[config.mk]
export PLATFORM = sky130hd
export DESIGN_NAME = ahb_master_mux
export DESIGN_NICKNAME = d
export VERILOG_FILES = /design/src/hdl/mipsfpga_pkg.sv /design/src/hdl/ahb_master_mux.sv
export SDC_FILE = /design/constraint.sdc
export NUM_CORES = 1
export LEC_CHECK = 0
export ABC_CLOCK_PERIOD_IN_PS = 2600
export BUFFER_PORTS_ARGS = -buffer_cell sky130_fd_sc_hd__buf_2
export CELL_PAD_IN_SITES_DETAIL_PLACEMENT = 0
export CELL_PAD_IN_SITES_GLOBAL_PLACEMENT = 2
export CORE_MARGIN = 1.5
export CORE_UTILIZATION = 10
export DETAILED_ROUTE_END_ITERATION = 16
export HOLD_SLACK_MARGIN = 0.12
export MAX_ROUTING_LAYER = met4
export PLACE_DENSITY_LB_ADDON = 0.1
export SLEW_MARGIN = 20
export SYNTH_ARGS = -nofsm -noshare
export SYNTH_HDL_FRONTEND = slang
export SYNTH_SLANG_ARGS = --single-unit
[constraint.sdc]
create_clock -name si_clk_in -period 2.6 [get_ports si_clk_in]
set_clock_uncertainty 0.05 [all_clocks]
set_input_delay 0.52 -clock si_clk_in [delete_from_list [all_inputs] [get_ports si_clk_in]]
set_output_delay 0.52 -clock si_clk_in [all_outputs]
set_load 0.005 [all_outputs]
[src/hdl/mipsfpga_pkg.sv]
/*
 * Shared definitions for the dual-master AHB-Lite subsystem:
 * bus structs, transfer encodings, memory map and I/O register offsets.
 */
`default_nettype none

package mipsfpga_pkg;

	// ********************************************************
	// Transfer encodings

	typedef enum logic [1:0] {
		IDLE   = 2'b00,                         // No transfer
		BUSY   = 2'b01,                         // Burst pause, unused here
		NONSEQ = 2'b10,                         // Single or first beat
		SEQ    = 2'b11                          // Treated like NONSEQ
	} htrans_t;

	typedef enum logic [2:0] {
		BYTE = 3'b000,
		HALF = 3'b001,
		WORD = 3'b010
	} hsize_t;

	// ********************************************************
	// Bus structs

	typedef struct packed {
		logic [31:0] haddr;                     // Address phase
		htrans_t     htrans;
		logic        hwrite;
		hsize_t      hsize;
		logic [31:0] hwdata;                    // Data phase
	} ahb_req_t;

	typedef struct packed {
		logic [31:0] hrdata;
		logic        hready;                    // Low stalls the bus
		logic        hresp;                     // 1 is ERROR
	} ahb_resp_t;

	typedef enum logic [1:0] {
		SEL_RAM,
		SEL_GPIO,
		SEL_NONE                                // Unmapped, answered with ERROR
	} slave_sel_t;

	// ********************************************************
	// Memory map

	localparam logic [31:0] RAM_BASE  = 32'h0000_0000;
	localparam logic [31:0] GPIO_BASE = 32'h1F80_0000;
	localparam logic [31:0] GPIO_SPAN = 32'h0000_0040;  // Size of the register window
	localparam int          GPIO_OFS_W = 6;             // Offset bits inside the window

	// I/O register offsets
	localparam logic [GPIO_OFS_W-1:0] LEDR_OFS    = 6'h00;
	localparam logic [GPIO_OFS_W-1:0] LEDG_OFS    = 6'h04;
	localparam logic [GPIO_OFS_W-1:0] SWITCH_OFS  = 6'h08;
	localparam logic [GPIO_OFS_W-1:0] PB_OFS      = 6'h0C;
	localparam logic [GPIO_OFS_W-1:0] SCRATCH_OFS = 6'h20;  // SCRATCH0, up to 6'h3C

	// I/O widths
	localparam int LEDR_W      = 18;
	localparam int LEDG_W      = 9;
	localparam int SW_W        = 18;
	localparam int PB_W        = 5;
	localparam int NUM_SCRATCH = 8;

endpackage

`default_nettype wire

[src/hdl/ahb_master_mux.sv]
/*
 * Master-side multiplexer. Address fields follow the current owner,
 * write data follows the owner of the data phase.
 */
`default_nettype none

module ahb_master_mux import mipsfpga_pkg::*; (
	input  wire            si_clk_in,
	input  wire            arst_n,
	input  wire ahb_req_t  m0_req,
	input  wire ahb_req_t  m1_req,
	input  wire [1:0]      hmaster,                 // Address-phase owner
	input  wire            hready,
	output ahb_req_t       bus_req
);

	logic addr_m1;                                  // m1 owns the address phase
	logic data_m1_q;                                // m1 owns the data phase

	assign addr_m1 = (hmaster == 2'd1);

	// Data phase owner moves one accepted cycle after the address owner
	always_ff @(posedge si_clk_in or negedge arst_n) begin
		if (!arst_n) begin
			data_m1_q <= 1'b0;
		end else if (hready) begin
			data_m1_q <= addr_m1;
		end
	end

	always_comb begin
		bus_req = addr_m1 ? m1_req : m0_req;        // Address, control
		// Write data of the transfer in flight, safe across a handover
		bus_req.hwdata = data_m1_q ? m1_req.hwdata : m0_req.hwdata;
	end

endmodule

`default_nettype wire

==> impl_metrics.csv <==
group,metric,value,unit
worst_setup_path,crit_type,"input pin to output port",
status,status,"finished, final reports clean",
power,p_leak,1.18,nW
layout,n_antenna_cell,0,
floorplanning,die_area,9970,sq um
run,cap_violations,0,
logic_synthesis,ys_top_cells_by_count,"62 x mux2_2, 9 x mux2_4, 4 x buf_2",
logic_synthesis,netlist_instances,81,
worst_setup_path,crit_buf_inv,3,
sta,final_max_slew_viol_count,0,
clock_network,path_clk_slew,0,ns
detailed_routing,dr.pass1.iters,3,
worst_setup_path,startpoint_type,"input pin",
floorplanning,start_util,10.3,%
layout,final_area,2120,sq um
worst_setup_path,crit_top_cell,"buf_2",
logic_synthesis,yosys_warnings,0,
worst_setup_path,r2r_cells,2,
global_routing,groute.usage.overall,7.97,%
detailed_routing,drt_iter0_drc,10,
layout,fin_util,23.1,%
sta,rsz0062_at_grt,"false",
detailed_routing,wl_met2,2.42,mm
worst_setup_path,crit_required,2.03,ns
worst_setup_path,slowest_stage,"mux2_2",
logic_synthesis,synth_top_family_by_area,"multiplexers",
worst_setup_path,arrival,1.50,ns
sta,hold_violations,0,
layout,syn_to_final_growth,126,%
logic_synthesis,synth_seq_area_share,2.67,%
detailed_routing,routed_via_density,3.73,
floorplanning,die_height,99.9,microns
worst_setup_path,cpPeakStageDelay,0.36,ns
logic_synthesis,synthXorXnorAreaFrac,0,%
floorplanning,rows,35,
placed_design,place_area,2120,sq um
global_routing,grt_pass1_wl,6.31,mm
logic_synthesis,synth-simple-area-share,1.47,%
sta,period_needed,2.07,ns
worst_setup_path,crit_chain,"buf_2, nor2b_4, buf_12, mux2_2, buf_2",
power,vdd_ir_drop_max,0.0639,mV
global_routing,antenna_found_initial,0,
layout,largest_register_ffs,1,
detailed_routing,wl_per_cell,11.6,microns
power,p_per_area,179,nW/um^2
clock_network,clk_latency,0,ns
sta,fin_tns_setup,0,ns
global_routing,grt_overflow,0,
global_routing,grt_max_degree,40,
sta,fmax,484,MHz
clock_network,postCtsSetupBuffers,0,
layout,layout-drive-gt1-share,99.7,%
worst_setup_path,crit_path_end_kind,"output port",
logic_synthesis,synthFlopType,"dfrtp_1",
logic_synthesis,synthMuxAreaShare,88.8,%
layout,top_regs,"data_m1_q x1",
layout,top_register,"data_m1_q",
placed_design,place_congestion,0.654,
logic_synthesis,syn-mean-instance-area,11.6,sq um
worst_setup_path,cp.depth,5,
floorplanning,io_pins,215,
logic_synthesis,synthesis.area,938,sq um
placed_design,portBuffers,214,
logic_synthesis,syn_nets,226,
logic_synthesis,synth-edff-count,0,
clock_network,postCtsHoldBufs,0,
hold_path,min_path_type,"input pin to asynchronous set/reset pin",
logic_synthesis,ys_top_cells_by_area,"mux2_2 74%, mux2_4 14%, dfrtp_1 2.7%",
logic_synthesis,ys_seq_elements,1,
global_routing,grt_pass1_vias,1361,
detailed_routing,met3RoutedLength,549,microns
worst_setup_path,path_max_fanout,39,
logic_synthesis,async_flop_share,100,%
logic_synthesis,yosys.area.top_type,"mux2_2",
logic_synthesis,synth_top_area_share,74.4,%
clock_network,cts_resized,0,
sta,finalCritPeriodShare,79.5,%
sta,setup_ws,0.532,ns
detailed_routing,drc_errors,0,
detailed_routing,antenna_left,0,
detailed_routing,met1_length,1.68,mm
detailed_routing,postRouteWirelength,4.65,mm
worst_setup_path,crit_family,"buffers and inverters",
logic_synthesis,synth_compound_area_share,0,%
sta,tightestPinTransition,0.282,ns
placed_design,preCtsSetupSlack,0.509,ns
layout,nets,437,
logic_synthesis,synth-adder-area-share,0,%
detailed_routing,routed.top_layer,"met3",
placed_design,place_hpwl,4.18,mm
floorplanning,core_area,9150,sq um
sta,setup-violations-final,0,
sta,maxSlewHeadroom,81.2,%
logic_synthesis,ys_types,8,
logic_synthesis,yosysMostFrequentCell,"mux2_2",
detailed_routing,vias,1495,
floorplanning,die_w,99.9,microns
-- cell families after synthesis --
family        after synthesis
buf+inv                     8
flops                       1
simple gates                1
mux                        71
-- power by group --
| part | leakage, nW | internal, W | total, W | switching, W |
|---|---|---|---|---|
| registers | 0.0129 | 0.0000172 | 0.0000180 | 0.000000740 |
| clock network | 0 | 0 | 0 | 0 |
| logic | 1.17 | 0.000237 | 0.000362 | 0.000124 |
| total | 1.18 | 0.000255 | 0.000380 | 0.000125 |
-- final cells by class --
cell class                 instances  area (sq um)
fill                            1014          7040
multi-input combinational         72           847
sequential                         1          25.0
timing repair buffer             217          1110
tap                              111           139
-- worst paths after layout --
check | end | from | slack [ns]
max in group asynchronous | data_m1_q$_DFFE_PN0P_ | arst_n | 2.17
min in group si_clk_in | data_m1_q$_DFFE_PN0P_ | hready | 0.73
hold / removal | data_m1_q$_DFFE_PN0P_ | arst_n | 0.24
setup reg to reg | data_m1_q$_DFFE_PN0P_ | data_m1_q$_DFFE_PN0P_ | 1.56
hold reg to reg | data_m1_q$_DFFE_PN0P_ | data_m1_q$_DFFE_PN0P_ | 0.81
setup / recovery | bus_req[37] | hmaster[1] | 0.53
-- per-layer routing --
metal	global-route usage, %	up-vias
li1	-	726
met2	16.3	136
met5	-	-
met3	0.905	0
met4	0	0
met1	8.62	633
-- through the flow --
stage / std cells / hold WS (ns) / power, W
after global placement: 401 / 0.245 / 0.000390
after CTS: 401 / 0.246 / 0.000387
after global routing: 401 / 0.249 / 0.000414
after detailed placement: 401 / 0.246 / 0.000386
final: 401 / 0.245 / 0.000380
after floorplan: 81 / 0.174 / 0.000186
-- cells in the final DEF (no fill, tap or decap) --
master     n
buf_12     1
nor2b_4    1
mux2_2    62
mux2_4     9
buf_4      2
dfrtp_1    1
buf_2    214
No activity file was read; power rests on OpenSTA's default activity.
