## config.mk

```make
export PLATFORM = sky130hd
export DESIGN_NAME = ahb_slave_mux
export DESIGN_NICKNAME = d
export VERILOG_FILES = /design/src/hdl/mipsfpga_pkg.sv /design/src/hdl/ahb_slave_mux.sv
export SDC_FILE = /design/constraint.sdc
export NUM_CORES = 1
export LEC_CHECK = 0
export BUFFER_PORTS_ARGS = -buffer_cell sky130_fd_sc_hd__buf_2
export CORE_AREA = 2 2 68 70
export DETAILED_ROUTE_END_ITERATION = 10
export DIE_AREA = 0 0 70 72
export GPL_TIMING_DRIVEN = 0
export PLACE_DENSITY = 0.67
export SLEW_MARGIN = 10
export SYNTH_ARGS = -nofsm -noshare
export SYNTH_HDL_FRONTEND = slang
export SYNTH_SLANG_ARGS = --single-unit
```

## constraint.sdc

```tcl
create_clock -name si_clk_in -period 4.6 [get_ports si_clk_in]
set_input_delay 0.69 -clock si_clk_in [delete_from_list [all_inputs] [get_ports si_clk_in]]
set_output_delay 0.69 -clock si_clk_in [all_outputs]
set_load 0.1 [all_outputs]
```

## src/hdl/mipsfpga_pkg.sv

```systemverilog
/*
 * Shared definitions for the dual-master AHB-Lite subsystem:
 * bus structs, transfer encodings, memory map and I/O register offsets.
 */
`default_nettype none

package mipsfpga_pkg;

	// ********************************************************
	// Transfer encodings

	typedef enum logic [1:0] {
		IDLE   = 2'b00,                         // No transfer
		BUSY   = 2'b01,                         // Burst pause, unused here
		NONSEQ = 2'b10,                         // Single or first beat
		SEQ    = 2'b11                          // Treated like NONSEQ
	} htrans_t;

	typedef enum logic [2:0] {
		BYTE = 3'b000,
		HALF = 3'b001,
		WORD = 3'b010
	} hsize_t;

	// ********************************************************
	// Bus structs

	typedef struct packed {
		logic [31:0] haddr;                     // Address phase
		htrans_t     htrans;
		logic        hwrite;
		hsize_t      hsize;
		logic [31:0] hwdata;                    // Data phase
	} ahb_req_t;

	typedef struct packed {
		logic [31:0] hrdata;
		logic        hready;                    // Low stalls the bus
		logic        hresp;                     // 1 is ERROR
	} ahb_resp_t;

	typedef enum logic [1:0] {
		SEL_RAM,
		SEL_GPIO,
		SEL_NONE                                // Unmapped, answered with ERROR
	} slave_sel_t;

	// ********************************************************
	// Memory map

	localparam logic [31:0] RAM_BASE  = 32'h0000_0000;
	localparam logic [31:0] GPIO_BASE = 32'h1F80_0000;
	localparam logic [31:0] GPIO_SPAN = 32'h0000_0040;  // Size of the register window
	localparam int          GPIO_OFS_W = 6;             // Offset bits inside the window

	// I/O register offsets
	localparam logic [GPIO_OFS_W-1:0] LEDR_OFS    = 6'h00;
	localparam logic [GPIO_OFS_W-1:0] LEDG_OFS    = 6'h04;
	localparam logic [GPIO_OFS_W-1:0] SWITCH_OFS  = 6'h08;
	localparam logic [GPIO_OFS_W-1:0] PB_OFS      = 6'h0C;
	localparam logic [GPIO_OFS_W-1:0] SCRATCH_OFS = 6'h20;  // SCRATCH0, up to 6'h3C

	// I/O widths
	localparam int LEDR_W      = 18;
	localparam int LEDG_W      = 9;
	localparam int SW_W        = 18;
	localparam int PB_W        = 5;
	localparam int NUM_SCRATCH = 8;

endpackage

`default_nettype wire

```

## src/hdl/ahb_slave_mux.sv

```systemverilog
/*
 * Address decoder and response multiplexer. Unmapped transfers get the
 * two-cycle ERROR response generated here.
 */
`default_nettype none

module ahb_slave_mux import mipsfpga_pkg::*; #(
	parameter int RAM_WORDS = 1024
) (
	input  wire             si_clk_in,
	input  wire             arst_n,
	input  wire ahb_req_t   bus_req,
	input  wire ahb_resp_t  ram_resp,
	input  wire ahb_resp_t  gpio_resp,
	output logic            ram_sel,
	output logic            gpio_sel,
	output ahb_resp_t       resp
);

	localparam logic [31:0] RAM_SPAN = RAM_WORDS * 4;   // Bytes

	slave_sel_t target;                             // Address-phase decode
	slave_sel_t dsel_q;                             // Data-phase target
	logic       dvalid_q;                           // Data phase carries a transfer
	logic       err_q;                              // Second ERROR cycle
	logic       active;

	assign active = (bus_req.htrans == NONSEQ) || (bus_req.htrans == SEQ);

	always_comb begin
		if ((bus_req.haddr - RAM_BASE) < RAM_SPAN) begin
			target = SEL_RAM;
		end else if ((bus_req.haddr - GPIO_BASE) < GPIO_SPAN) begin
			target = SEL_GPIO;
		end else begin
			target = SEL_NONE;
		end
	end

	assign ram_sel  = active && (target == SEL_RAM);
	assign gpio_sel = active && (target == SEL_GPIO);

	// ********************************************************
	// Data phase tracking

	always_ff @(posedge si_clk_in or negedge arst_n) begin
		if (!arst_n) begin
			dvalid_q <= 1'b0;
			dsel_q   <= SEL_NONE;
			err_q    <= 1'b0;
		end else begin
			if (resp.hready) begin                  // Next address phase accepted
				dvalid_q <= active;
				dsel_q   <= target;
			end
			// First ERROR cycle is followed by exactly one completing cycle
			err_q <= dvalid_q && (dsel_q == SEL_NONE) && !err_q;
		end
	end

	always_comb begin
		resp = '{hrdata: '0, hready: 1'b1, hresp: 1'b0};    // Idle data phase, OKAY
		if (dvalid_q) begin
			case (dsel_q)
				SEL_RAM:  resp = ram_resp;
				SEL_GPIO: resp = gpio_resp;
				default: begin
					resp.hready = err_q;            // Low first, then high
					resp.hresp  = 1'b1;             // ERROR on both cycles
				end
			endcase
		end
	end

endmodule

`default_nettype wire

```

==> flow_metrics.py <==
metrics = {
    "run_status": {
        "outcome": "complete, no violations",
    },
    "worst_setup_path": {
        "path_buf_inv": 2,
        "timing.rr.start": "dsel_q[1]",
        "r2r_slack_ns": 3.05,
        "r2r_cells": 5,
        "max_stage_delay_ns": 0.42,
        "cp_max_fo": 4,
        "worstPathRequired_ns": 3.91,
        "cp.arrival_ns": 2.48,
        "path_delay_family": "compound AO/OA/AOI/OAI gates",
        "crit_path_end_kind": "output pin",
        "crit_top_cell": "buf_2",
        "startpoint_type": "input port",
        "critPathSlowestCell": "buf_2",
        "critical_path_class": "input port to output pin",
        "worstPathCellList": "buf_2 -> ha_1 -> nor4b_1 -> o211ai_1 -> a211oi_2 -> o211a_1 -> buf_2",
        "rr_endpoint": "dsel_q[1]",
    },
    "cts": {
        "clk_pin_slew_ns": 0.04,
        "clock-sinks": 4,
        "cts_hold_buffers": 0,
        "cts_tree": "yes",
        "cts_resized": 0,
        "cts_root_buffer": "clkbuf_8",
        "cts_buffers": 3,
        "postCtsSetupBuffers": 0,
        "htree_levels": 1,
        "clk_path_buf_depth": 2,
        "clk_latency_ns": 0.22,
    },
    "sta": {
        "setup_tns_ns": 0,
        "finClkSkew_ns": 0.00192,
        "fmax_ghz": 0.316,
        "timing.final.ws_setup_ns": 1.43,
        "min_period_ns": 3.17,
        "hold_violations": 0,
        "rsz0062_at_grt": "no",
        "report.final.setup_viol": 0,
        "worst_pin_slew_ns": 0.493,
        "holdWs_ns": 0.266,
        "finalCritPeriodShare_pct": 68.9,
        "slew_violations": 0,
        "slew_headroom_pct": 67.4,
    },
    "synthesis": {
        "synthCells": 111,
        "synth_fp_nets": 252,
        "synth_enable_flop_cells": 0,
        "synth_top_cell_by_area": "mux2i_1",
        "synthDistinctLibCells": 26,
        "ys_seq_area_share_pct": 12.4,
        "synth_top_area_share_pct": 40.6,
        "ys.flop_type": "dfrtp_1",
        "postSynthRegisterBits": 4,
        "netlist_area_um2": 815,
        "ys_warn_count": 0,
        "ys_top_cells_by_area": "mux2i_1, nor2_1, dfrtp_1",
        "syn_area_per_cell_um2": 7.34,
        "ys_async_sr_fraction_pct": 100,
    },
    "place": {
        "placed_area_mm2": 0.00154,
        "port_buffers": 132,
        "dp_slack_ns": 1.42,
        "place_congestion": 0.835,
        "dp_hpwl_um": 2680,
        "place_inst": 295,
    },
    "detailed_routing": {
        "drt_iter0_markers": 28,
        "drc_errors": 0,
        "firstDrtPassIters": 4,
        "ant_nets": 0,
        "num_vias": 1316,
        "post_drt_via_cell_ratio": 4.40,
        "drt_wl_total_um": 3070,
        "wl_per_cell_um": 10.3,
    },
    "power": {
        "p_leak_nw": 0.850,
        "p_per_area_mw_per_mm2": 535,
        "ir_drop_mv": 0.172,
        "finalPower_uw": 847,
    },
    "die": {
        "die_h_um": 72,
        "initial_core_util_pct": 19.1,
        "row_count": 24,
        "core_area_mm2": 0.00426,
        "die-area_mm2": 0.00504,
        "io_pins": 176,
        "die_w_um": 70,
    },
    "job": {
        "maxCapViolations": 0,
    },
    "global_route": {
        "track_usage_pct": 11.0,
        "antenna_found_initial": 0,
        "grt_pass1_vias": 1133,
        "gr-total-overflow": 0,
        "grt_start_max_net_pins": 11,
        "grt_pass1_wl_um": 4660,
    },
    "final_layout": {
        "final_cell_mix": "buf_2, nor2_1, mux2i_1",
        "layout-drive-gt1-share_pct": 58.3,
        "layout_commonest_cell": "buf_2",
        "instances_no_fill": 299,
        "final_area_mm2": 0.00159,
        "diodes": 0,
        "finish.utilization_pct": 37.2,
        "area_growth_pct": 94.6,
        "nets": 389,
    },
    "hold_path": {
        "holdCritPathClass": "input port to asynchronous set/reset pin",
    },
}
-- worst register-to-register path, delay by kind of cell (launching register included) --
family                 cells  cell delay [ns]
AO/OA/AOI/OAI              3             0.53
AND/OR/NAND/NOR            1             0.10
buffers and inverters      1             0.29
flip-flops                 1             0.55
-- layer usage --
metal | GRT usage (%) | wire [um] | part of all wire [%] | vias up
li1 | - | - | - | 665
met1 | 11.9 | 1110 | 36 | 562
met2 | 21.7 | 1560 | 51 | 89
met3 | 2.36 | 393 | 13 | 0
met4 | 2.56 | 0 | 0 | 0
met5 | 0 | 0 | 0 | -
-- worst max-delay path by stage --
stage | to | startpoint | slack [ns] | depth (start not counted)
final | gpio_sel | bus_req[61] | 1.43 | 7
after global routing | gpio_sel | bus_req[61] | 1.26 | 7
after CTS | gpio_sel | bus_req[61] | 1.41 | 7
after detailed placement | gpio_sel | bus_req[61] | 1.42 | 7
after global placement | gpio_sel | bus_req[61] | 1.41 | 7
after floorplan | ram_sel | bus_req[68] | 0.72 | 3
-- Yosys cell counts, drive strengths merged, types with 2 or more instances --
master / count
nor2: 34
nor3: 3
inv: 2
nor4: 4
nand4: 2
o21ai: 2
mux2i: 33
clkbuf: 4
o21a: 2
mux2: 2
buf: 4
nand2: 3
dfrtp: 3
-- sequential cells by signal, indices dropped and copies added, names as in the netlist --
register / cells
dvalid_q: 1
err_q: 1
dsel_q: 2
-- cells by family after synthesis --
kind of cell / after synthesis / share of synthesized area [%]
adder cells (fa/ha/maj): 1 / 1.54
AND/OR/NAND/NOR: 52 / 28.6
AO/OA/AOI/OAI: 8 / 7.83
flip-flops: 4 / 12.4
XOR/XNOR: 1 / 1.08
buffers and inverters: 10 / 5.22
multiplexers: 35 / 43.3
-- power breakdown --
part	total, mW	internal (mW)	switching, mW	leakage (nW)
Combinational	0.710	0.115	0.595	0.780
Sequential	0.0584	0.0494	0.00896	0.0475
Clock	0.0787	0.0593	0.0194	0.0228
Total	0.847	0.224	0.623	0.850
-- cell type report --
| class | instances | area [um2] |
|---|---|---|
| fill | 464 | 2680 |
| multi-input combinational | 97 | 671 |
| timing repair buffer | 132 | 661 |
| sequential | 4 | 101 |
| tap | 52 | 65.1 |
| clock buffer | 4 | 45.0 |
| buffer | 8 | 35.0 |
| inverter | 2 | 7.51 |
Note: power is estimated with default switching activity, not from simulation.
