### src/hdl/ejtag_reset.sv
/*
 * EJTAG reset generator. Holds the reset for TRST_CYCLES clocks after
 * power-up, then passes the probe reset through.
 */
`default_nettype none

module ejtag_reset #(
	parameter int TRST_CYCLES = 16
) (
	input  wire   si_clk_in,
	input  wire   arst_n,
	input  wire   ej_trst_n_probe,                  // Active low from the probe
	output logic  ej_trst_n
);

	localparam int CW = $clog2(TRST_CYCLES + 1);

	logic [CW-1:0] cnt_q;                           // Saturates at TRST_CYCLES
	logic          released;

	assign released = (cnt_q == CW'(TRST_CYCLES));

	always_ff @(posedge si_clk_in or negedge arst_n) begin
		if (!arst_n) begin
			cnt_q <= '0;
		end else if (!released) begin
			cnt_q <= cnt_q + 1'b1;
		end
	end

	assign ej_trst_n = released & ej_trst_n_probe;  // Either side can hold reset

endmodule

`default_nettype wire

### config.mk
export PLATFORM = sky130hd
export DESIGN_NAME = ejtag_reset
export DESIGN_NICKNAME = d
export VERILOG_FILES = /design/src/hdl/ejtag_reset.sv
export SDC_FILE = /design/constraint.sdc
export NUM_CORES = 1
export LEC_CHECK = 0
export BUFFER_PORTS_ARGS = -buffer_cell sky130_fd_sc_hd__buf_2
export CELL_PAD_IN_SITES_DETAIL_PLACEMENT = 0
export CELL_PAD_IN_SITES_GLOBAL_PLACEMENT = 2
export CORE_AREA = 2 2 39 41
export DETAILED_ROUTE_END_ITERATION = 16
export DIE_AREA = 0 0 41 43
export GPL_TIMING_DRIVEN = 0
export PLACE_DENSITY = 0.45
export SYNTH_ARGS = -nofsm -noshare
export SYNTH_HDL_FRONTEND = slang
export SYNTH_SLANG_ARGS = --single-unit
export TNS_END_PERCENT = 100
### constraint.sdc
create_clock -name si_clk_in -period 2.1 [get_ports si_clk_in]
set_input_delay 0.315 -clock si_clk_in [delete_from_list [all_inputs] [get_ports si_clk_in]]
set_output_delay 0.315 -clock si_clk_in [all_outputs]
set_load 0.005 [all_outputs]
==> impl_metrics.py, run 1 <==
metrics = {
    "sta": {
        "fin_ws_ns": 0.3736,
        "finalSetupTns_ns": 0,
        "period_needed_ns": 1.726,
        "tightestPinTransition_ns": 0.1592,
        "clock_skew_ns": 0.006423,
        "whs_ns": 0.4166,
        "fmax_ghz": 0.5793,
        "final-setup-viol-count": 0,
        "finalHoldViolations": 0,
        "maxSlewHeadroom_pct": 89.28,
        "fin_crit_sh_pct": 82.21,
        "maxSlewViolCount": 0,
        "rsz0062_at_grt": "false",
    },
    "critical_path": {
        "reg2reg_depth": 4,
        "critPathKind": "reg -> out",
        "arrival_ns": 1.41,
        "crit_path_end_kind": "primary output",
        "critPathLaunchType": "flop",
        "r2r_setup_slack_ns": 0.78,
        "critPathRequiredTime_ns": 1.78,
        "crit_fanout": 4,
    },
    "routing": {
        "wire_per_inst_um": 8.111,
        "dr.pass1.iters": 4,
        "dr.first_iter.drc_count": 3,
        "drc": 0,
        "viasPerCell": 3.578,
        "drt-total-wl_um": 365,
        "vias": 161,
        "final_antenna_net_count": 0,
    },
    "synth": {
        "synth_xor_area_share_pct": 10.10,
        "yosysTopAreaCellShare_pct": 48.08,
        "syn-num-nets": 26,
        "synth.cell_area_sq_um": 260.3,
        "synth_top_family_by_area": "simple AND/OR/NAND/NOR gates",
        "synth-compound-area-share_pct": 1.923,
        "synthTopCellsByCount": "dfrtp_1 (5), xnor2_1 (3)",
        "ys_ff_latch": 5,
        "synth_simple_gate_area_share_pct": 21.63,
        "synth.most_common_cell": "dfrtp_1",
        "ys.flop_type": "dfrtp_1",
        "synth_area_leaders": "dfrtp_1 (48%), xnor2_1 (10%), ha_1 (9.6%)",
        "synth_adder_area_share_pct": 9.615,
        "synth_top_area_cell": "dfrtp_1",
        "syn_inst": 21,
        "ys_warn_count": 0,
        "muxShareOfSynthArea_pct": 5.769,
        "ys_seq_area_share_pct": 48.08,
        "synth.distinct_cells": 11,
        "synth-edff-count": 0,
        "syn_area_per_cell_sq_um": 12.39,
        "async_flop_share_pct": 100.0,
    },
    "clocking": {
        "cts-htree-levels": 1,
        "clkSinkCount": 5,
        "cts.repair.resized": 0,
        "max-clock-path-buffers": 2,
        "root_buffer": "clkbuf_4",
        "cts_buffers": 3,
        "clk_latency_ns": 0.24,
        "holdBufCountCts": 1,
        "cts_tree": "done",
        "path_clk_slew_ns": 0.05,
        "post_cts_buffers": 0,
    },
    "cells_and_area": {
        "layout-drive-gt1-share_pct": 34.48,
        "registers.top_by_ff_count": "cnt_q",
        "largestRegisters": "cnt_q (5)",
        "antennaDiodeCount": 0,
        "fin_util_pct": 23.96,
        "largest_register_ffs": 5,
        "syn2layout_area_growth_pct": 27.40,
        "postLayoutCellArea_sq_um": 331.6,
        "finish.net_count": 35,
        "final_cells": 45,
    },
    "status": {
        "run_status": "finished clean",
    },
    "power": {
        "leakage_nw": 0.1457,
        "powerDensity_nw_per_um2": 641.2,
        "total_power_uw": 212.6,
        "ir_drop_uv": 456.4,
    },
    "placed_design": {
        "dp_hpwl_um": 291.4,
        "place_area_sq_um": 295.3,
        "globalplace.congestion": 0.6100,
        "dpl.cell_count": 40,
        "pre_cts_slack_ns": 0.6203,
        "port-buffer-count": 3,
    },
    "die": {
        "start_util_pct": 18.81,
        "ioPinCount": 4,
        "core.rowCount": 14,
        "die_w_um": 41,
        "die_h_um": 43,
        "core_sq_um": 1384,
        "die_area_sq_um": 1763,
    },
    "grt": {
        "overflow": 0,
        "grt_pass1_wl_um": 621,
        "grt_max_degree": 6,
        "grt_antenna_before_repair": 0,
        "grt_pass1_vias": 153,
        "grt_usage_pct": 5.865,
    },
    "job": {
        "drv_cap": 0,
    },
    "worst_hold_path": {
        "hold_class": "in -> async",
    },
}
[cells by family after synthesis]
family,after synthesis
adder cells (fa/ha/maj),2
flip-flops,5
AO/OA/AOI/OAI,1
buffers and inverters,2
multiplexers,1
AND/OR/NAND/NOR,7
XOR/XNOR,3
[cells in the final DEF (no fill, tap or decap)]
cell type,count
dfrtp_1,5
xnor2_1,3
clkbuf_4,3
buf_2,3
inv_1,2
nand2b_1,2
nand3_1,2
ha_1,2
and4bb_4,1
and2_2,1
and3b_2,1
o21ai_0,1
mux2_4,1
clkbuf_1,1
dlygate4sd3_1,1
[power by group]
part	internal (mW)	leakage [nW]	switching, mW
registers	0.0967	0.0647	0
logic	0.00381	0.0660	0.00267
clock network	0.0717	0.0150	0.0377
total	0.172	0.146	0.0403
[area by class of cell]
| class | instances | area (sq um) |
|---|---|---|
| multi-input combinational | 14 | 127.6 |
| clock buffer | 4 | 26.28 |
| sequential | 5 | 125.1 |
| timing repair buffer | 4 | 25.02 |
| inverter | 2 | 7.507 |
| tap | 16 | 20.02 |
| fill | 150 | 1052 |
[worst max-delay path, stage by stage (launching register included)]
cell	delay (ns)
dfrtp_1	0.39
inv_1	0.06
ha_1	0.21
and4bb_4	0.22
and2_2	0.18
buf_2	0.12
[final timing paths]
path | startpoint | endpoint
max | cnt_q[0] | ej_trst_n
min | arst_n | cnt_q[3]
max reg2reg | cnt_q[0] | cnt_q[1]
min reg2reg | cnt_q[4] | cnt_q[4]
max in group asynchronous | arst_n | cnt_q[0]
min in group si_clk_in | cnt_q[4] | cnt_q[4]
[layer usage]
layer / GRT usage, % / vias to the layer above / routed length, um
li1: - / 84 / -
met1: 7.895 / 73 / 214
met4: 0 / 0 / 0
met2: 5.938 / 4 / 134
met3: 7.853 / 0 / 16
met5: 0 / - / 0
(Power assumes the default switching activity.)
==> run 2: changes to the inputs <==
Settings changed: PLACE_DENSITY 0.45 to 0.47.
Clock period 2.1 ns to 1.4 ns, I/O delays scaled along.
==> impl_metrics.py, run 2 (same netlist as run 1, synthesis figures left out) <==
metrics = {
    "routing": {
        "dr.pass1.iters": 1,
        "viasPerCell": 3.875,
        "dr.first_iter.drc_count": 0,
        "vias": 186,
        "wire_per_inst_um": 9.458,
        "final_antenna_net_count": 0,
        "drc": 0,
        "drt-total-wl_um": 454,
    },
    "power": {
        "combPwrFrac_pct": 4.0,
        "powerDensity_nw_per_um2": 877.6,
        "total_power_uw": 328.3,
        "leakage_nw": 0.1667,
        "p_switching_uw": 67.01,
        "swShare_pct": 20.41,
        "p_seq_share_pct": 44.2,
        "p_clk_share_pct": 51.9,
        "power.internal_uw": 261.3,
        "ir_drop_uv": 253.6,
    },
    "grt": {
        "grt_max_degree": 6,
        "grt_pass1_vias": 200,
        "grt_pass1_wl_um": 807,
        "grt_antenna_before_repair": 0,
        "overflow": 0,
        "grt_usage_pct": 7.996,
    },
    "critical_path": {
        "crit_path_end_kind": "primary output",
        "critPathLaunchType": "flop",
        "crit_fanout": 2,
        "arrival_ns": 1.27,
        "critPathRequiredTime_ns": 1.19,
        "critPathKind": "reg -> out",
    },
    "sta": {
        "finalHoldViolations": 0,
        "period_needed_ns": 1.475,
        "maxSlewHeadroom_pct": 89.61,
        "clock_skew_ns": 0.004352,
        "final-setup-viol-count": 1,
        "fmax_ghz": 0.6779,
        "rsz0062_at_grt": "true",
        "tightestPinTransition_ns": 0.1558,
        "fin_crit_sh_pct": 105.4,
        "finalSetupTns_ns": -0.07519,
        "fin_ws_ns": -0.07519,
        "whs_ns": 0.3088,
        "maxSlewViolCount": 0,
    },
    "clocking": {
        "cts-htree-levels": 1,
        "path_clk_slew_ns": 0.04,
        "clkSinkCount": 5,
        "clk_latency_ns": 0.25,
        "cts_tree": "done",
        "root_buffer": "clkbuf_4",
        "cts_buffers": 3,
        "max-clock-path-buffers": 2,
    },
    "placed_design": {
        "pre_cts_slack_ns": -0.007212,
        "port-buffer-count": 3,
        "dpl.cell_count": 40,
        "place_area_sq_um": 295.3,
        "globalplace.congestion": 0.6743,
    },
    "worst_hold_path": {
        "hold_class": "in -> async",
    },
    "cells_and_area": {
        "registers.top_by_ff_count": "cnt_q",
        "layout_common_cells": "dfrtp_1 (5), xnor2_1 (3), clkbuf_4 (3), buf_4 (3)",
        "postLayoutCellArea_sq_um": 374.1,
        "layout-drive-gt1-share_pct": 50.00,
        "finish.net_count": 38,
        "layout_commonest_cell": "dfrtp_1",
        "largestRegisters": "cnt_q (5)",
        "antennaDiodeCount": 0,
        "final_cells": 48,
        "largest_register_ffs": 5,
        "syn2layout_area_growth_pct": 43.75,
        "fin_util_pct": 27.03,
    },
    "die": {
        "core_sq_um": 1384,
        "core.rowCount": 14,
        "ioPinCount": 4,
        "die_area_sq_um": 1763,
        "die_h_um": 43,
        "die_w_um": 41,
        "start_util_pct": 18.81,
    },
    "status": {
        "run_status": "finished, violations left",
        "failed_checks": "negative setup slack",
    },
    "job": {
        "drv_cap": 0,
    },
}
==> run 2: routing by layer <==
| layer | wire length, um | up-vias | GRT usage [%] |
|---|---|---|---|
| met5 | 0 | - | 0 |
| met4 | 23 | 0 | 10.00 |
| met3 | 37 | 3 | 4.712 |
| met2 | 223 | 7 | 9.688 |
| met1 | 170 | 84 | 7.921 |
| li1 | - | 92 | - |
==> run 2: what timing repair did <==
item	CTS	global route
hold buffers	1	0
pin swaps	1	0
resized for setup	3	3
setup buffers	3	0
setup endpoints to repair	1	2
endpoints found under the hold margin	5	0
==> run 2: final timing paths <==
check,startpoint,endpoint,slack (ns),cells after the start
max in group asynchronous,arst_n,cnt_q[0],0.95,2
min in group si_clk_in,cnt_q[3],cnt_q[3],0.50,1
hold / removal,arst_n,cnt_q[2],0.31,2
hold reg to reg,cnt_q[3],cnt_q[3],0.50,1
setup reg to reg,cnt_q[0],cnt_q[1],0.07,5
setup / recovery,cnt_q[0],ej_trst_n,-0.08,5
==> run 2: power groups by stage <==
stage	logic (mW)	clock network (mW)	registers [mW]
after detailed placement	0.00810	0	0.147
after global routing	0.0143	0.199	0.145
after floorplan	0.00159	0	0.147
final	0.0130	0.170	0.145
after global placement	0.00835	0	0.147
after CTS	0.0134	0.176	0.145
==> run 2: area by class of cell <==
type	instances	area [sq um]
inverters	2	7.507
well taps	16	20.02
multi-input cells	14	141.4
clock buffers	4	26.28
repair buffers	7	53.80
flip-flops and latches	5	125.1
fillers	143	1010
==> run 2: critical path, cell delays in order (launching register included) <==
cell and delay [ns]:
dfrtp_1 0.38, inv_2 0.07, ha_4 0.13, and4bb_4 0.22
and2_4 0.13, buf_6 0.08
