`src/hdl/mipsfpga_pkg.sv`:
```
/*
 * Shared definitions for the dual-master AHB-Lite subsystem:
 * bus structs, transfer encodings, memory map and I/O register offsets.
 */
`default_nettype none

package mipsfpga_pkg;

	// ********************************************************
	// Transfer encodings

	typedef enum logic [1:0] {
		IDLE   = 2'b00,                         // No transfer
		BUSY   = 2'b01,                         // Burst pause, unused here
		NONSEQ = 2'b10,                         // Single or first beat
		SEQ    = 2'b11                          // Treated like NONSEQ
	} htrans_t;

	typedef enum logic [2:0] {
		BYTE = 3'b000,
		HALF = 3'b001,
		WORD = 3'b010
	} hsize_t;

	// ********************************************************
	// Bus structs

	typedef struct packed {
		logic [31:0] haddr;                     // Address phase
		htrans_t     htrans;
		logic        hwrite;
		hsize_t      hsize;
		logic [31:0] hwdata;                    // Data phase
	} ahb_req_t;

	typedef struct packed {
		logic [31:0] hrdata;
		logic        hready;                    // Low stalls the bus
		logic        hresp;                     // 1 is ERROR
	} ahb_resp_t;

	typedef enum logic [1:0] {
		SEL_RAM,
		SEL_GPIO,
		SEL_NONE                                // Unmapped, answered with ERROR
	} slave_sel_t;

	// ********************************************************
	// Memory map

	localparam logic [31:0] RAM_BASE  = 32'h0000_0000;
	localparam logic [31:0] GPIO_BASE = 32'h1F80_0000;
	localparam logic [31:0] GPIO_SPAN = 32'h0000_0040;  // Size of the register window
	localparam int          GPIO_OFS_W = 6;             // Offset bits inside the window

	// I/O register offsets
	localparam logic [GPIO_OFS_W-1:0] LEDR_OFS    = 6'h00;
	localparam logic [GPIO_OFS_W-1:0] LEDG_OFS    = 6'h04;
	localparam logic [GPIO_OFS_W-1:0] SWITCH_OFS  = 6'h08;
	localparam logic [GPIO_OFS_W-1:0] PB_OFS      = 6'h0C;
	localparam logic [GPIO_OFS_W-1:0] SCRATCH_OFS = 6'h20;  // SCRATCH0, up to 6'h3C

	// I/O widths
	localparam int LEDR_W      = 18;
	localparam int LEDG_W      = 9;
	localparam int SW_W        = 18;
	localparam int PB_W        = 5;
	localparam int NUM_SCRATCH = 8;

endpackage

`default_nettype wire

```
`src/hdl/ahb_gpio.sv`:
```
/*
 * I/O slave with red and green LEDs, switches, push buttons and
 * scratch registers. Word writes only, zero wait states.
 */
`default_nettype none

module ahb_gpio import mipsfpga_pkg::*; (
	input  wire                          si_clk_in,
	input  wire                          arst_n,
	input  wire ahb_req_t                bus_req,
	input  wire                          gpio_sel,
	input  wire                          hready,
	input  wire [SW_W-1:0]               io_switch,     // Asynchronous
	input  wire [PB_W-1:0]               io_pb,         // Asynchronous
	output ahb_resp_t                    gpio_resp,
	output logic [LEDR_W-1:0]            io_ledr,
	output logic [LEDG_W-1:0]            io_ledg,
	output logic [NUM_SCRATCH-1:0][31:0] io_scratch
);

	localparam int SIW = $clog2(NUM_SCRATCH);       // Scratch index bits

	logic [GPIO_OFS_W-1:0] ofs_q;                   // Word-aligned register offset
	logic                  wr_q;
	logic [SW_W-1:0]       sw_meta;
	logic [SW_W-1:0]       sw_sync;
	logic [PB_W-1:0]       pb_meta;
	logic [PB_W-1:0]       pb_sync;
	logic                  scratch_hit;
	logic [SIW-1:0]        scratch_idx;
	logic [31:0]           rdata;

	// Two-flop synchronizers
	always_ff @(posedge si_clk_in or negedge arst_n) begin
		if (!arst_n) begin
			sw_meta <= '0;
			sw_sync <= '0;
			pb_meta <= '0;
			pb_sync <= '0;
		end else begin
			sw_meta <= io_switch;
			sw_sync <= sw_meta;
			pb_meta <= io_pb;
			pb_sync <= pb_meta;
		end
	end

	// ********************************************************
	// Address phase

	always_ff @(posedge si_clk_in or negedge arst_n) begin
		if (!arst_n) begin
			wr_q <= 1'b0;
		end else if (hready) begin
			wr_q <= gpio_sel && bus_req.hwrite;
		end
	end

	always_ff @(posedge si_clk_in) begin
		if (hready && gpio_sel) begin
			ofs_q <= {bus_req.haddr[GPIO_OFS_W-1:2], 2'b00};   // Byte lanes ignored
		end
	end

	assign scratch_hit = (ofs_q >= SCRATCH_OFS);   // Top half of the window
	assign scratch_idx = ofs_q[2 +: SIW];

	// ********************************************************
	// Data phase

	always_ff @(posedge si_clk_in or negedge arst_n) begin
		if (!arst_n) begin
			io_ledr    <= '0;
			io_ledg    <= '0;
			io_scratch <= '0;
		end else if (wr_q && hready) begin
			if (ofs_q == LEDR_OFS) begin
				io_ledr <= bus_req.hwdata[LEDR_W-1:0];
			end else if (ofs_q == LEDG_OFS) begin
				io_ledg <= bus_req.hwdata[LEDG_W-1:0];
			end else if (scratch_hit) begin
				io_scratch[scratch_idx] <= bus_req.hwdata;
			end
			// SWITCH and PB are read only
		end
	end

	always_comb begin
		rdata = '0;                                 // Unknown offsets read zero
		if (ofs_q == LEDR_OFS) begin
			rdata[LEDR_W-1:0] = io_ledr;
		end else if (ofs_q == LEDG_OFS) begin
			rdata[LEDG_W-1:0] = io_ledg;
		end else if (ofs_q == SWITCH_OFS) begin
			rdata[SW_W-1:0] = sw_sync;
		end else if (ofs_q == PB_OFS) begin
			rdata[PB_W-1:0] = pb_sync;
		end else if (scratch_hit) begin
			rdata = io_scratch[scratch_idx];
		end
	end

	assign gpio_resp = '{hrdata: rdata, hready: 1'b1, hresp: 1'b0};

endmodule

`default_nettype wire

```
`config.mk`:
```
export PLATFORM = sky130hd
export DESIGN_NAME = ahb_gpio
export DESIGN_NICKNAME = d
export VERILOG_FILES = /design/src/hdl/mipsfpga_pkg.sv /design/src/hdl/ahb_gpio.sv
export SDC_FILE = /design/constraint.sdc
export NUM_CORES = 1
export LEC_CHECK = 0
export ABC_CLOCK_PERIOD_IN_PS = 5000
export BUFFER_PORTS_ARGS = -buffer_cell sky130_fd_sc_hd__buf_2
export CAP_MARGIN = 15
export CORE_UTILIZATION = 30
export CTS_CLUSTER_SIZE = 8
export DETAILED_ROUTE_END_ITERATION = 12
export GPL_ROUTABILITY_DRIVEN = 0
export PLACE_DENSITY_LB_ADDON = 0.2
export REMOVE_ABC_BUFFERS = 1
export SLEW_MARGIN = 20
export SYNTH_ARGS = -nofsm -noshare
export SYNTH_HDL_FRONTEND = slang
export SYNTH_SLANG_ARGS = --single-unit
export TNS_END_PERCENT = 30
```
`constraint.sdc`:
```
create_clock -name si_clk_in -period 5 [get_ports si_clk_in]
set_input_delay 0.5 -clock si_clk_in [delete_from_list [all_inputs] [get_ports si_clk_in]]
set_output_delay 0.5 -clock si_clk_in [all_outputs]
set_load 0.02 [all_outputs]
```
==> results.json, run 1 <==
{
  "fmaxAchievable_ghz": 0.280,
  "die-area_um2": 49300,
  "grt_util_all_layers_pct": 19.2,
  "yosysMostFrequentCell": "dfrtp_1",
  "critPathMaxStageDelay_ns": 0.63,
  "ant_nets": 0,
  "holdCritPathClass": "input port to register",
  "finClkSkew_ns": 0.0222,
  "cp-end-kind": "primary output",
  "pre_cts_slack_ns": 1.80,
  "drc": 0,
  "fin_cells": 1923,
  "vias_per_cell": 4.99,
  "core_um2": 47700,
  "final.fill_count": 4611,
  "finalCriticalPeriod_ns": 3.57,
  "grt_pass1_wl_um": 69900,
  "worst_pin_slew_ns": 0.981,
  "setup_ws_ns": 1.43,
  "postSynthAreaPerCell_um2": 15.8,
  "synth_edf_count": 4,
  "met1_usage_pct": 25.1,
  "h-tree-depth": 2,
  "drt_iter0_drc": 457,
  "clk_latency_ns": 0.57,
  "hold_viol_final": 0,
  "hold_buffers": 1,
  "setup_violations": 0,
  "dpl.cell_count": 1863,
  "fp.dieH_um": 222,
  "wl_um": 47400,
  "path_max_fanout": 37,
  "busiest_layer": "met2",
  "fin_area_um2": 18300,
  "cap_viol_max_count": 0,
  "path_common_cell": "buf_4",
  "yosysTopAreaCell": "dfrtp_1",
  "worstPathRequired_ns": 4.50,
  "slew_headroom_pct": 34.4,
  "dieWidth_um": 222,
  "async_flop_share_pct": 98.8,
  "arrival_ns": 3.07,
  "power_density_nw_per_um2": 447,
  "synth.top_cell.area_share_pct": 56.8,
  "wl_per_cell_um": 24.7,
  "clock-sinks": 334,
  "ys_seq_area_share_pct": 57.7,
  "grt_pass1_vias": 10200,
  "status": "complete, no violations",
  "antenna_found_initial": 1,
  "synth_cell_type_count": 39,
  "rows": 80,
  "start_util_pct": 30.4,
  "cts_tree": "yes",
  "ys.warnings.count": 0,
  "worst_setup_path_start_kind": "register",
  "netlist_top_cells_count": "dfrtp_1, mux2_2, mux4_2",
  "fin_crit_sh_pct": 71.5,
  "ys_ff_latch": 334,
  "final-max-slew-violation-count": 0,
  "post-route-util_pct": 38.4,
  "clock-root-buffer": "clkbuf_16",
  "numCtsBuffers": 48,
  "placed_area_um2": 17000,
  "synthCells": 919,
  "yosys-top-cells-area": "dfrtp_1, mux2_2, mux4_2",
  "grt_max_degree": 136,
  "leakage_nw": 9.29,
  "post-dp-hpwl_um": 30100,
  "area_growth_pct": 26.1,
  "cts-resized-gates": 0,
  "clk_pin_slew_ns": 0.05,
  "nets": 1396,
  "clockBufferDepth": 3,
  "portBuffers": 378,
  "cpMaxStageDelayCell": "buf_4",
  "peakVddDrop_uv": 248,
  "postCtsSetupRepairBufs": 0,
  "crit_chain": "buf_4, buf_4, mux4_2, nor2_1, o22ai_1, buf_2",
  "critPathKind": "register to primary output",
  "drt_first_pass_iters": 5,
  "drive_gt1_share_pct": 62.2,
  "rsz0062_at_grt": "no",
  "grt-ovfl-total": 0,
  "use_met3_pct": 4.73,
  "io_pins": 414,
  "met2_usage_pct": 31.6,
  "syn_area_um2": 14500,
  "vias": 9587,
  "synth_top_flop_cell": "dfrtp_1"
}
## per-layer routing
layer	vias to the layer above	wire (um)
li1	4143	-
met1	5087	20700
met2	300	23000
met3	57	2810
met4	0	888
met5	-	0
## state kept, by name (all words and copies together) (netlist names)
| signal | count |
|---|---|
| io_ledg | 9 |
| io_ledr | 18 |
| io_scratch | 256 |
| ofs_q | 4 |
| pb_meta | 5 |
| pb_sync | 5 |
| sw_meta | 18 |
| sw_sync | 18 |
| wr_q | 1 |
## layout make-up
type | count | area [um^2] | area share (%)
multi-input combinational | 516 | 5770 | 31.5
clock buffer | 55 | 1270 | 6.92
tap | 615 | 769 | 4.20
sequential | 334 | 8380 | 45.7
clock inverter | 3 | 47.5 | 0.259
timing repair buffer | 398 | 2090 | 11.4
antenna | 1 | 2.50 | 0.0137
inverter | 1 | 3.75 | 0.0205
## logic make-up after synthesis
kind of cell	synth area share [%]
mux	34.0
flops	57.7
buf+inv	2.89
simple gates	2.77
compound gates	2.62
other cells	0.0517
## where the power goes
part           switching (mW)  total (mW)  leakage [nW]  internal (mW)
sequential              0.296        3.40          4.36           3.11
combinational            1.07        1.84          4.29          0.768
clock                    1.15        2.95         0.646           1.81
total                    2.52        8.20          9.29           5.68
## cell usage in the layout (no fill, tap or decap), drive strengths merged, types with 5 or more instances in the layout
master  count
a211oi      5
buf       397
clkbuf     55
dfrtp     330
mux2      316
mux2i      37
mux4       45
nand2       7
nand3       7
nor2        8
nor2b      26
o21ai       6
o221ai      9
o22a        5
o22ai      14
o31ai       5
## through the flow
step / total power [mW] / setup TNS, ns / hold WS, ns
floorplan: 4.52 / -64.55 / 0.204
global placement: 5.28 / 0 / 0.333
detailed placement: 5.31 / 0 / 0.335
CTS: 8.32 / 0 / 0.0000619
global route: 8.56 / 0 / 0.0107
finish: 8.20 / 0 / 0.0390
## critical path, delay by kind of cell, from the launching register on
| kind | cells | cell delay [ns] |
|---|---|---|
| buffers and inverters | 3 | 1.32 |
| muxes | 1 | 0.40 |
| DFF | 1 | 0.38 |
| and+or+nand+nor | 1 | 0.23 |
| AOI/OAI and AO/OA | 1 | 0.13 |
## worst paths after layout
check                         startpoint               to  slack [ns]  cells past startpoint
max                             ofs_q[3]    gpio_resp[14]        1.43                      6
min                        io_switch[12]      sw_meta[12]        0.04                      1
max reg2reg                     ofs_q[3]   io_scratch[84]        1.82                      6
min reg2reg                   pb_meta[2]       pb_sync[2]        0.34                      0
max in group asynchronous         arst_n  io_scratch[224]        3.36                      3
min in group asynchronous         arst_n   io_scratch[91]        0.45                      2
Power figures use the tool's default switching activity.
==> run 2, diff against run 1 <==
--- a/config.mk
+++ b/config.mk
@@ -5,7 +5,7 @@
 export SDC_FILE = /design/constraint.sdc
 export NUM_CORES = 1
 export LEC_CHECK = 0
-export ABC_CLOCK_PERIOD_IN_PS = 5000
+export ABC_CLOCK_PERIOD_IN_PS = 2900
 export BUFFER_PORTS_ARGS = -buffer_cell sky130_fd_sc_hd__buf_2
 export CAP_MARGIN = 15
 export CORE_UTILIZATION = 30
==> constraint.sdc (replaced) <==
create_clock -name si_clk_in -period 2.9 [get_ports si_clk_in]
set_input_delay 0.29 -clock si_clk_in [delete_from_list [all_inputs] [get_ports si_clk_in]]
set_output_delay 0.29 -clock si_clk_in [all_outputs]
set_load 0.02 [all_outputs]
==> run 2 against run 1 <==
Clock power up 63%; hold slack better by 0.032 ns; setup slack worse by 1.3 ns; critical path depth unchanged; global-route usage up 0.27 points; critical endpoint is now gpio_resp[6]; largest power group unchanged.
==> results.json, run 2 (synthesized netlist as in run 1, its figures left out) <==
{
  "slew_headroom_pct": 58.8,
  "hold_depth": 2,
  "portBuffers": 378,
  "clock-root-buffer": "clkbuf_16",
  "clk_pin_slew_ns": 0.05,
  "vias_per_cell": 4.96,
  "core_um2": 47700,
  "antenna_found_initial": 1,
  "dieWidth_um": 222,
  "pre_cts_slack_ns": 0.536,
  "reg2reg_depth": 6,
  "crit_chain": "buf_12, or2_2, buf_4, o22ai_1, o31ai_1, buf_2",
  "area_growth_pct": 30.1,
  "power_density_nw_per_um2": 737,
  "largest_reg_flops": 256,
  "worstPathRequired_ns": 2.61,
  "start_util_pct": 30.4,
  "holdCritPathClass": "input port to register",
  "p_int_mw": 9.60,
  "placed_area_um2": 17300,
  "top_register": "io_scratch",
  "wl_um": 47900,
  "grt_pass1_wl_um": 71000,
  "die-area_um2": 49300,
  "path_max_fanout": 30,
  "drt_first_pass_iters": 4,
  "post-dp-hpwl_um": 31100,
  "clock-sinks": 334,
  "final-max-slew-violation-count": 0,
  "peakVddDrop_uv": 432,
  "setup_violations": 0,
  "vias": 9803,
  "worst_setup_path_start_kind": "register",
  "fin_area_um2": 18900,
  "fmaxAchievable_ghz": 0.365,
  "clkPwrFrac_pct": 34.4,
  "final_common_cell": "buf_2",
  "rsz0062_at_grt": "no",
  "critPathMaxStageDelay_ns": 0.53,
  "grt_max_degree": 73,
  "fp.dieH_um": 222,
  "holdWs_ns": 0.0713,
  "drc": 0,
  "ant_nets": 0,
  "seqPwrFrac_pct": 42.1,
  "p_comb_share_pct": 23.4,
  "clk_latency_ns": 0.57,
  "io_pins": 414,
  "cp-end-kind": "primary output",
  "cpMaxStageDelayCell": "edfxtp_1",
  "clockBufferDepth": 3,
  "final_cell_mix": "buf_2, dfrtp_1, mux2_2",
  "numCtsBuffers": 47,
  "drt_iter0_drc": 519,
  "grt_pass1_vias": 10300,
  "grt-ovfl-total": 0,
  "critPathKind": "register to primary output",
  "status": "complete, no violations",
  "grt_util_all_layers_pct": 19.4,
  "leakage_nw": 9.57,
  "finClkSkew_ns": 0.0210,
  "cap_viol_max_count": 0,
  "setup_ws_ns": 0.157,
  "finalCriticalPeriod_ns": 2.74,
  "worst_pin_slew_ns": 0.618,
  "swShare_pct": 31.1,
  "cts_tree": "yes",
  "rows": 80,
  "nets": 1454,
  "arrival_ns": 2.45,
  "wl_per_cell_um": 24.2,
  "final.setup.tns_ns": 0,
  "drive_gt1_share_pct": 61.7,
  "p_switching_mw": 4.33,
  "n_antenna_cell": 0,
  "hold_viol_final": 0,
  "h-tree-depth": 2,
  "fin_crit_sh_pct": 94.6,
  "power_mw": 13.9
}
[run 2: cell count changes in the layout (fill, tap and decap cells not counted), sizes merged]
cell and delta:
clkbuf -5, dlygate4sd3 +30, bufbuf +1, bufinv -1
inv +1, diode -1, buf +28
[run 2: path summary, 6_finish.rpt]
path / start / end / slack [ns]
hold / removal: bus_req[26] / io_scratch[58] / 0.07
setup / recovery: ofs_q[3] / gpio_resp[6] / 0.16
setup reg to reg: ofs_q[2] / io_scratch[180] / 0.68
min in group asynchronous: arst_n / io_scratch[222] / 0.31
max in group asynchronous: arst_n / io_scratch[175] / 1.77
hold reg to reg: sw_meta[16] / sw_sync[16] / 0.34
[run 2: layout make-up]
class                           count  area [um^2]
Tap cell                          615          769
Fill cell                        4532        28800
Multi-Input combinational cell    516         5780
Inverter                            1         3.75
Sequential cell                   334         8380
Clock buffer                       50         1190
Timing Repair Buffer              457         2760
Clock inverter                      3         26.3
[run 2: through the flow]
step           util (%)  std cells
2_1_floorplan         -        851
3_3_place_gp       36.2       1884
3_5_place_dp       36.2       1884
4_1_cts            39.5       1973
5_1_grt            39.6       1976
6_report           39.6       1976
[run 2: power groups by stage]
| stage | registers [mW] | logic, mW | clock network, mW |
|---|---|---|---|
| after detailed placement | 5.95 | 3.24 | 0 |
| after global routing | 5.97 | 3.47 | 5.14 |
| after floorplan | 6.68 | 1.11 | 0 |
| after CTS | 5.87 | 3.30 | 4.96 |
| after global placement | 5.92 | 3.22 | 0 |
| final | 5.87 | 3.26 | 4.80 |
[run 2: worst max-delay path, delay by kind of cell, from the launching register on]
family	cells	cell delay (ns)
DFF	1	0.53
buffers and inverters	3	0.72
AOI/OAI and AO/OA	2	0.42
and+or+nand+nor	1	0.19
[run 2: routing by layer]
metal	global-route usage [%]	vias up	wire, um
met3	5.12	69	3160
met4	4.50	2	835
met5	0	-	11
met1	25.8	5185	20700
met2	31.7	295	23200
li1	-	4252	-
[run 2: what timing repair did]
item                                    4_1_cts  5_1_grt
endpoints found under the setup margin        3        1
gates resized for setup                       2        1
hold endpoints to repair                     92        0
cloned                                        1        0
buffers inserted                              4        3
hold buffers                                 31        0
==> run 3, diff against run 2 <==
--- a/config.mk
+++ b/config.mk
@@ -13,7 +13,7 @@
 export DETAILED_ROUTE_END_ITERATION = 12
 export GPL_ROUTABILITY_DRIVEN = 0
 export PLACE_DENSITY_LB_ADDON = 0.2
-export REMOVE_ABC_BUFFERS = 1
+export SKIP_CTS_REPAIR_TIMING = 1
 export SLEW_MARGIN = 20
 export SYNTH_ARGS = -nofsm -noshare
 export SYNTH_HDL_FRONTEND = slang
==> run 3 against run 2 <==
Routed wire length is 0.84% lower; critical path depth is 1 lower; first-iteration DRC count is 14% lower; non-clock buffer count is 7 lower; global-route usage is 0.34 points lower; sequential cell count stayed put; the run now ends with negative hold slack left.
==> results.json, run 3 (synthesized netlist as in run 1, its figures left out) <==
{
  "slew_headroom_pct": 53.1,
  "power_mw": 14.2,
  "top_register": "io_scratch",
  "dieWidth_um": 222,
  "p_switching_mw": 4.37,
  "holdWs_ns": -0.00372,
  "clockBufferDepth": 3,
  "worst_setup_path_start_kind": "register",
  "fp.dieH_um": 222,
  "r2r-end": "io_scratch[24]",
  "holdCritPathClass": "input port to register",
  "clock-sinks": 334,
  "hold_end": "wr_q",
  "final_common_cell": "buf_2",
  "post-dp-hpwl_um": 32500,
  "vias_per_cell": 4.92,
  "met1_usage_pct": 25.0,
  "cts_tree": "yes",
  "critPathKind": "register to primary output",
  "cap_viol_max_count": 0,
  "start_util_pct": 30.4,
  "io_pins": 414,
  "multiInputGateArea_um2": 5760,
  "rsz0062_at_grt": "no",
  "cp-end-kind": "primary output",
  "antenna_found_initial": 1,
  "wl_um": 47500,
  "failed_checks": "negative hold slack",
  "p_int_mw": 9.78,
  "fin_area_um2": 18800,
  "finalCriticalPeriod_ns": 2.76,
  "clkPwrFrac_pct": 35.5,
  "worst_pin_slew_ns": 0.703,
  "hold_depth": 3,
  "rows": 80,
  "grt_pass1_wl_um": 70200,
  "busiest_layer": "met2",
  "min-delay-start": "gpio_sel",
  "portBuffers": 378,
  "setup_ws_ns": 0.136,
  "wl_per_cell_um": 24.0,
  "die-area_um2": 49300,
  "hold_viol_final": 1,
  "rr_startpoint": "ofs_q[4]",
  "leakage_nw": 9.53,
  "ant_nets": 0,
  "grt_pass1_vias": 10300,
  "vias": 9713,
  "pre_cts_slack_ns": 0.511,
  "grt-ovfl-total": 0,
  "largest_reg_flops": 256,
  "path_max_fanout": 51,
  "fin_crit_sh_pct": 95.3,
  "met2_usage_pct": 31.6,
  "reg2reg_depth": 5,
  "final.setup.tns_ns": 0,
  "nets": 1448,
  "drt_first_pass_iters": 4,
  "p_comb_share_pct": 23.1,
  "status": "complete, but fails checks",
  "grt_max_degree": 77,
  "arrival_ns": 2.47,
  "clk_pin_slew_ns": 0.06,
  "final-max-slew-violation-count": 0,
  "fmaxAchievable_ghz": 0.362,
  "peakVddDrop_uv": 462,
  "grt_util_all_layers_pct": 19.1,
  "setup_violations": 0,
  "final.fill_count": 4562,
  "r2r_slack_ns": 0.55,
  "placed_area_um2": 17200,
  "post-route-util_pct": 39.4,
  "power_density_nw_per_um2": 752,
  "drt_iter0_drc": 445,
  "core_um2": 47700,
  "worstPathRequired_ns": 2.61,
  "drc": 0,
  "use_met3_pct": 4.61,
  "clock-root-buffer": "clkbuf_16",
  "h-tree-depth": 2,
  "swShare_pct": 30.9,
  "clk_latency_ns": 0.57,
  "area.sequential_um2": 8380,
  "numCtsBuffers": 48,
  "finClkSkew_ns": 0.0214,
  "synth_fp_nets": 1016,
  "area_growth_pct": 29.5,
  "drive_gt1_share_pct": 61.5,
  "final_cell_mix": "buf_2, dfrtp_1, mux2_2",
  "seqPwrFrac_pct": 41.4
}
[run 3: power by group through the flow]
stage	Combinational (mW)	Sequential (mW)	Clock [mW]
after global placement	3.25	5.90	0
after detailed placement	3.27	5.93	0
after floorplan	1.19	6.62	0
after CTS	3.28	5.86	5.19
after global routing	3.45	5.96	5.35
final	3.26	5.86	5.03
[run 3: worst max-delay path, stage by stage (launching register included)]
cell	delay, ns
edfxtp_1	0.44
buf_12	0.37
mux4_2	0.56
nor2b_1	0.17
o22ai_1	0.12
buf_2	0.20
[run 3: metrics by stage]
stage               std cells  hold slack (ns)
finish                   1974         -0.00372
global route             1973          0.00625
CTS                      1943           -0.273
detailed placement       1887            0.335
global placement         1887            0.333
floorplan                 919         -0.00559
[run 3: final cells by class]
| type | instances | area share [%] |
|---|---|---|
| diodes | 2 | 0.0266 |
| clock inverters | 3 | 0.293 |
| inverters | 1 | 0.0199 |
| flip-flops and latches | 334 | 44.5 |
| multi-input cells | 516 | 30.6 |
| repair buffers | 450 | 13.8 |
| well taps | 615 | 4.09 |
| clock buffers | 53 | 6.59 |
[run 3: how the worst max path moves through the flow]
stage	slack, ns	endpoint	depth (start not counted)	start
after floorplan	0.91	gpio_resp[2]	6	ofs_q[2]
after global placement	0.56	io_scratch[21]	5	ofs_q[4]
after detailed placement	0.51	io_scratch[24]	5	ofs_q[4]
after CTS	0.04	gpio_resp[5]	4	ofs_q[4]
after global routing	0.003	gpio_resp[5]	4	ofs_q[4]
final	0.14	gpio_resp[13]	5	ofs_q[2]
[run 3: routing by layer]
metal,part of all wire [%],vias to the layer above
met4,1.5,0
met3,6.2,47
met1,43,5140
met5,0,-
met2,49,276
li1,-,4250
